$ cat config.mk
export PLATFORM = sky130hd
export DESIGN_NAME = packet_merge
export DESIGN_NICKNAME = d
export VERILOG_FILES = /design/src/dfp_packet_pkg.sv /design/src/dfp_config_pkg.sv /design/src/packet_merge.sv
export SDC_FILE = /design/constraint.sdc
export NUM_CORES = 1
export LEC_CHECK = 0
export ABC_AREA = 1
export BUFFER_PORTS_ARGS = -buffer_cell sky130_fd_sc_hd__buf_4
export CAP_MARGIN = 0
export CORE_AREA = 3 3 108 110
export DETAILED_ROUTE_END_ITERATION = 8
export DIE_AREA = 0 0 111 113
export GPL_TIMING_DRIVEN = 1
export PLACE_DENSITY = 0.77
export SLEW_MARGIN = 20
export SYNTH_ARGS = -nofsm -noshare
export SYNTH_HDL_FRONTEND = slang
export SYNTH_SLANG_ARGS = --single-unit
export TNS_END_PERCENT = 30
$ cat constraint.sdc
create_clock -name CP -period 3.8 [get_ports CP]
set_input_delay 0.19 -clock CP [delete_from_list [all_inputs] [get_ports CP]]
set_output_delay 0.19 -clock CP [all_outputs]
set_load 0.02 [all_outputs]
$ cat src/dfp_packet_pkg.sv
package dfp_packet_pkg;

    // input token, 39 bits
    localparam int PKT_IN_W = 39;

    // field widths shared by input and result
    localparam int DEST_W = 18;
    localparam int CZ_W   = 3;
    localparam int DATA_W = 16;

    // input field positions
    localparam int MF_BIT   = 38;
    localparam int DEST_LSB = 20;
    localparam int LR_BIT   = 19;
    localparam int CZ_LSB   = 16;
    localparam int DATA_LSB = 0;

    // result packet, 54 bits
    localparam int PKT_OUT_W = 54;

    // two-operand result
    typedef struct packed {
        logic [DEST_W-1:0] dest;
        logic              lr;
        logic [CZ_W-1:0]   cz;
        logic [DATA_W-1:0] left;
        logic [DATA_W-1:0] right;
    } matched_view_t;

    // one-operand result paired with the table constant
    typedef struct packed {
        logic [DEST_W-1:0] dest;
        logic              lr;
        logic [CZ_W-1:0]   cz;
        logic [DATA_W-1:0] token;
        logic [DATA_W-1:0] cst;
    } const_view_t;

    // same 54-bit word, read as either kind of result
    typedef union packed {
        matched_view_t matched;
        const_view_t   constant;
    } result_word_u;

endpackage

$ cat src/dfp_config_pkg.sv
package dfp_config_pkg;

    // matching banks
    localparam int NUM_BANKS  = 4;
    localparam int BANK_SEL_W = 2;

    // slots per bank
    localparam int SLOT_W    = 6;
    localparam int NUM_SLOTS = 1 << SLOT_W;

    // bank select at the bottom of the destination, slot right above it
    localparam int BANK_LSB = 0;
    localparam int SLOT_LSB = BANK_LSB + BANK_SEL_W;

    // constant table contents, 3*s + 1 cut to the data width
    function automatic logic [dfp_packet_pkg::DATA_W-1:0] const_value(
        input int unsigned s
    );
        logic [31:0] v;
        v = 3 * s + 1;
        return v[dfp_packet_pkg::DATA_W-1:0];
    endfunction

endpackage

$ cat src/packet_merge.sv
`timescale 1ns/100ps

module packet_merge (
    input  logic                                  CP,
    input  logic                                  MR,
    input  logic [dfp_config_pkg::NUM_BANKS-1:0]  bank_send,
    output logic [dfp_config_pkg::NUM_BANKS-1:0]  bank_ack,
    input  logic [dfp_config_pkg::NUM_BANKS-1:0]
                 [dfp_packet_pkg::PKT_OUT_W-1:0]  bank_pkt,
    output logic                                  send_out,
    input  logic                                  ack_in,
    output logic [dfp_packet_pkg::PKT_OUT_W-1:0]  pkt_out
);
    import dfp_config_pkg::*;

    // last granted bank
    logic [BANK_SEL_W-1:0] rr_ptr;
    logic [BANK_SEL_W-1:0] grant_idx;
    logic                  grant_valid;
    logic                  can_load;
    logic                  accept;
    logic                  out_valid;

    // search starts one past the previous winner
    always_comb begin
        logic [BANK_SEL_W-1:0] idx;
        grant_valid = 1'b0;
        grant_idx   = '0;
        for (int i = 1; i <= NUM_BANKS; i++) begin
            idx = rr_ptr + BANK_SEL_W'(i);
            if (!grant_valid && bank_send[idx]) begin
                grant_valid = 1'b1;
                grant_idx   = idx;
            end
        end
    end

    assign can_load = !out_valid || ack_in;
    assign accept   = grant_valid && can_load;

    // ack goes to the winner only
    always_comb begin
        bank_ack            = '0;
        bank_ack[grant_idx] = accept;
    end

    always_ff @(posedge CP or posedge MR) begin
        if (MR) begin
            // bank 0 is first in line after reset
            rr_ptr    <= '1;
            out_valid <= 1'b0;
        end else if (accept) begin
            rr_ptr    <= grant_idx;
            out_valid <= 1'b1;
        end else if (ack_in) begin
            out_valid <= 1'b0;
        end
    end

    // held while the consumer stalls
    always_ff @(posedge CP) begin
        if (accept) begin
            pkt_out <= bank_pkt[grant_idx];
        end
    end

    assign send_out = out_valid;

endmodule

# Word level (Yosys, flattened, before mapping)
# Cells that the tools add are included.
[totals]
ff_bits = 57
in_bits = 223
output_inout_bits = 59
word_cells = 46
[classes]
n_addsub = 3
n_lt_le_gt_ge = 6
muxes = 22
bitwise = 1
reduce_logical = 11
[op_table]
columns = ["op", "n"]
rows = [
  ["binary-select mux 54 bit (select 2 bit)", 1],
  ["2-to-1 mux 54 bit", 1],
  ["less-than comparator 2 x 3 -> 1 bit (second input constant)", 5],
  ["2-to-1 mux 1 bit", 11],
  ["binary-select mux 1 bit (select 2 bit)", 4],
  ["2-to-1 mux 2 bit", 4],
  ["logical AND 1 bit", 5],
  ["adder 2 bit (second input constant)", 2],
  ["bitwise AND 4 bit", 1],
  ["zero test 1 bit", 4],
  ["adder 2 x 1 -> 2 bit (second input constant)", 1],
  ["demux 1 bit (select 2 bit)", 1],
  [">= comparator 2 x 1 -> 1 bit (second input constant)", 1],
  ["nonzero test 2 bit", 1],
  ["logical OR 1 bit", 1],
]

# Longest topological paths before layout
[logic_depth]
word_depth = 18
depth_mapped = 16
depth_no_buf = 13

# Worst setup path before layout
# Ideal clock, no wire load.
[synth_timing]
path_kind = "register -> register"
start = "register rr_ptr[0]"
end = "register pkt_out[0] (netlist bit), enable pin"
t_arrival_ns = 2.539
required_time_ns = 3.390
path_slack_ns = 0.851
path_stages_with_launch = 12
path_cell_list = "dfstp_2 buf_6 nand2_1 nand2_1 nand2_1 nand2_1 inv_1 nand3_2 buf_2 buf_6 nand2_4 inv_1"
[synth_via]
elab_chain_cells = 14
word_cells_on_any_way = 22
[synth_rtl]
columns = ["element", "line_no", "text"]
rows = [
  ["start: declaration", "packet_merge.sv:17", "logic [BANK_SEL_W-1:0] rr_ptr;"],
  ["start signal: assignment", "packet_merge.sv:53", "rr_ptr <= grant_idx;"],
  ["adder 2 x 1 -> 2 bit", "packet_merge.sv:30", "idx = rr_ptr + BANK_SEL_W'(i);"],
  ["binary-select mux 1 bit (select 2 bit)", "packet_merge.sv:31", "if (!grant_valid && bank_send[idx]) begin"],
  ["2-to-1 mux 1 bit (implied by the code)", "packet_merge.sv:31", ""],
  ["2-to-1 mux 1 bit", "packet_merge.sv:31", ""],
  ["zero test 1 bit", "packet_merge.sv:31", ""],
  ["logical AND 1 bit", "packet_merge.sv:31", ""],
  ["2-to-1 mux 1 bit", "packet_merge.sv:31", ""],
  ["zero test 1 bit", "packet_merge.sv:31", ""],
  ["logical AND 1 bit", "packet_merge.sv:31", ""],
  ["2-to-1 mux 1 bit", "packet_merge.sv:31", ""],
  ["zero test 1 bit", "packet_merge.sv:31", ""],
  ["logical AND 1 bit", "packet_merge.sv:31", ""],
  ["2-to-1 mux 1 bit *", "packet_merge.sv:31", ""],
  ["logical AND 1 bit *", "packet_merge.sv:39", "assign accept = grant_valid && can_load;"],
  ["via accept", "packet_merge.sv:21", "logic accept;"],
  ["end signal: assignment", "packet_merge.sv:63", "pkt_out <= bank_pkt[grant_idx];"],
  ["end: declaration", "packet_merge.sv:12", "output logic [dfp_packet_pkg::PKT_OUT_W-1:0] pkt_out"],
]
# Mark *: on every way through the listed nets, which the timed path passes. The rest lies on a longest branch. The select of a mux whose other input is x is not followed.
# A chain may end at the register's enable or synchronous reset.

# Worst setup path after layout
[layout_timing]
start = "register rr_ptr[0]"
end = "output bank_ack[2] (netlist bit)"
[layout_via]
elab_chain_cells = 18
word_cells_on_any_way = 32
[layout_rtl]
columns = ["element", "line_no", "text"]
rows = [
  ["adder 2 x 1 -> 2 bit", "packet_merge.sv:30", ""],
  ["binary-select mux 1 bit (select 2 bit)", "packet_merge.sv:31", ""],
  ["2-to-1 mux 1 bit (implied by the code)", "packet_merge.sv:31", ""],
  ["2-to-1 mux 1 bit", "packet_merge.sv:31", ""],
  ["zero test 1 bit", "packet_merge.sv:31", ""],
  ["logical AND 1 bit", "packet_merge.sv:31", ""],
  ["2-to-1 mux 1 bit", "packet_merge.sv:31", ""],
  ["zero test 1 bit", "packet_merge.sv:31", ""],
  ["(+2 left out)", "--", ""],
  ["zero test 1 bit", "packet_merge.sv:31", ""],
  ["logical AND 1 bit", "packet_merge.sv:31", ""],
  ["2-to-1 mux 2 bit", "packet_merge.sv:31", ""],
  ["less-than comparator 2 x 3 -> 1 bit (implied by the code) / >= comparator 2 x 1 -> 1 bit (equally long branches)", "packet_merge.sv:44", "bank_ack[grant_idx] = accept;"],
  ["logical AND 1 bit (implied by the code)", "packet_merge.sv:44", ""],
  ["2-to-1 mux 1 bit (implied by the code)", "packet_merge.sv:44", ""],
  ["demux 1 bit (select 2 bit)", "packet_merge.sv:44", ""],
  ["bitwise AND 4 bit (no source line) *", "--", ""],
  ["end: declaration", "packet_merge.sv:7", "output logic [dfp_config_pkg::NUM_BANKS-1:0] bank_ack,"],
]
# Every way passes the cells marked *; elsewhere a longest branch is shown, timed or not. The select of a mux whose other input is x is not followed.

==> flow_summary.toml <==
[logic_synthesis]
synth_seq_cells = 57
synth.most_common_cell = "nand2_1"
postSynthCellCount = 670
synth_fa_ha_area_share_pct = 0
synth_largest_area_cell = "edfxtp_1"
synth_top_area_share_pct = 36.2
yosys.area_share.simple_pct = 52.6
synth_compound_area_share_pct = 0.475
ys_warn_count = 0
yosys_most_used_dff = "edfxtp_1"
synth_edf_count = 54
synth_top_family_by_area = "simple AND/OR/NAND/NOR gates"
synth_area_leaders = "edfxtp_1, nand2_1, nand4_1, buf_2, buf_6"
ys_types = 23
synth_nets = 893
ys_top_cells_by_count = "nand2_1, nand4_1, edfxtp_1"
ys_async_sr_fraction_pct = 5.26
ys_seq_area_share_pct = 38.0
synthMuxAreaShare_pct = 0
synth_xor_area_share_pct = 0
postSynthAreaPerCell_um2 = 6.68
syn_area_um2 = 4480

[placement]
place_congestion = 0.881
io_buffer_count = 281
dp_hpwl_um = 11900

[setup_path]
r2r_slack_ns = 0.88
r2r_cells = 13
rr_endpoint = "pkt_out[31]"
cp_data_required_time_ns = 3.61
worstPathArrival_ns = 3.05
r2r_start = "rr_ptr[0]"
cp-end-kind = "primary output"
start_kind = "flip-flop"
cp_max_fo = 54
setup.worst_path.class = "flip-flop to primary output"

[route]
wl_per_cell_um = 15.8
vias_per_cell = 5.20
wirelength_um = 16700
ant_nets = 0
drt_iter0_markers = 439
num_vias = 5499
drcViolationCount = 0
firstDrtPassIters = 5

[grt]
antenna_found_initial = 0
grt_overflow = 0
grt_usage_pct = 25.3
grt_pass1_vias = 5170
grt_max_degree = 79
grt_pass1_wl_um = 26000

[timing]
fmax_mhz = 309
slew-limit-headroom_pct = 27.5
min_period_over_period_pct = 85.3
finalSetupViolations = 0
hold_slack_ns = 0.190
tightest_slew_ns = 1.09
slew_violations = 0
fin_worst_skew_ns = 0.0117
min_period_ns = 3.24
rsz0062_at_grt = "false"
final_hold_viol_count = 0
fin_tns_setup_ns = 0

[clocking]
cts-resized-gates = 0
cts_buffers = 9
cts_buffer_depth = 2
h-tree-depth = 3
clkTransAtPathRegs_ns = 0.07
cts_tree = "built"
cts_root_buffer = "clkbuf_8"
clk_latency_ns = 0.34
cts_sinks = 57

[die]
die_w_um = 111
die_area_um2 = 12500
pin_count = 282
start_util_pct = 41.5
core_area_um2 = 10800
core.rowCount = 38
die_h_um = 113

[power_and_ir_drop]
p_leak_nw = 3.70
switching_power_mw = 4.35
power_density_nw_per_um2 = 1190
irDropWorstVdd_v = 0.00114
switching_share_pct = 54.1
intPower_mw = 3.68
clock_power_share_pct = 7.8
pwr-share-comb_pct = 73.2
power_mw = 8.03
seqPwrFrac_pct = 19.0

[min_path]
min_path_cells = 4
hp-start = "ack_in"
min_to = "send_out"
hp-class = "input pin to flip-flop"

[layout]
num_antenna_cells = 0
area_delta_synth_final_pct = 50.7
drive_gt1_share_pct = 35.2
fin_nets = 1136
n_fill_cell = 1064

[run_status]
status = "completed"

[job]
cap_violations = 0
## power groups by stage
stage          registers, mW  logic, mW  clock network, mW
3_5_place_dp            1.54       5.89                  0
3_3_place_gp            1.52       5.81                  0
2_1_floorplan           1.93       4.08                  0
6_report                1.53       5.88              0.626
5_1_grt                 1.56       6.61              0.662
4_1_cts                 1.53       5.90              0.633
## area by class of cell
class / count / area, µm² / share of cell area, %
repair buffers: 291 / 2210 / 32.8
well taps: 140 / 175 / 2.60
clock buffers: 9 / 124 / 1.84
multi-input cells: 542 / 2400 / 35.6
flip-flops and latches: 57 / 1700 / 25.2
clock inverters: 7 / 85.1 / 1.26
inverters: 12 / 47.5 / 0.705
## worst max-delay path: stages, from the launching register on
cell     delay, ns
dfstp_2       0.66
inv_4         0.09
nand2_1       0.08
nand2_1       0.10
nand2_1       0.07
nand2_1       0.06
nor2_2        0.20
nand3_4       0.38
nand3_4       0.38
buf_12        0.27
inv_2         0.08
nor3_2        0.15
buf_4         0.17
## cell usage in the layout (no fill, tap or decap), types with 2 or more instances in the layout
cell and instances:
nand3_4 3, inv_1 6, inv_2 5, edfxtp_1 54, buf_12 2, nand2_1 412, nand3_1 4, bufinv_16 2
o21ai_0 2, nor3_2 2, clkinv_1 2, nor3_1 2, dfstp_2 2, buf_4 288, clkinv_2 2, nand4_1 109
nand2_4 2, clkbuf_8 9, nand2_2 2
## registers in the layout, summed over array words and instances (netlist names)
register and cells:
pkt_out 54, rr_ptr 2, send_out 1
## layer usage
layer  global-route usage, %  up-vias  wire length, µm
met5                       0        -                0
met4                    8.62        0              410
met3                    5.94       31             1370
met2                    44.1      269             8330
met1                    30.9     2478             6580
li1                        -     2721                -
## metrics by stage
| stage | utilization [%] | instance area (µm²) | worst slack, ns | std cells |
|---|---|---|---|---|
| 6_report | 62.5 | 6750 | 0.560 | 1058 |
| 5_1_grt | 62.5 | 6750 | 0.317 | 1058 |
| 4_1_cts | 62.5 | 6750 | 0.562 | 1058 |
| 3_5_place_dp | 60.5 | 6530 | 0.935 | 1041 |
| 3_3_place_gp | 60.5 | 6530 | 0.984 | 1041 |
| 2_1_floorplan | - | 4480 | 0.851 | 670 |
## worst max-delay path by stage
| stage | slack, ns | endpoint | cells after the start | start |
|---|---|---|---|---|
| finish | 0.56 | bank_ack[2] | 12 | rr_ptr[0] |
| global route | 0.32 | bank_ack[2] | 12 | rr_ptr[0] |
| CTS | 0.56 | bank_ack[2] | 12 | rr_ptr[0] |
| detailed placement | 0.94 | bank_ack[2] | 12 | rr_ptr[0] |
| global placement | 0.98 | bank_ack[2] | 10 | rr_ptr[0] |
| floorplan | 0.85 | pkt_out[0] | 11 | rr_ptr[0] |
## logic make-up (layout without fill, tap and decap cells)
family                 count (synthesis)  in the layout
and+or+nand+nor                      538            538
buffers and inverters                 71            319
DFF                                   57             57
AOI/OAI and AO/OA                      4              4
## what timing repair did
item,CTS,global route
endpoints found under the hold margin,3,0
hold buffers,1,0
setup buffers,0,0
(Power assumes the default switching activity.)
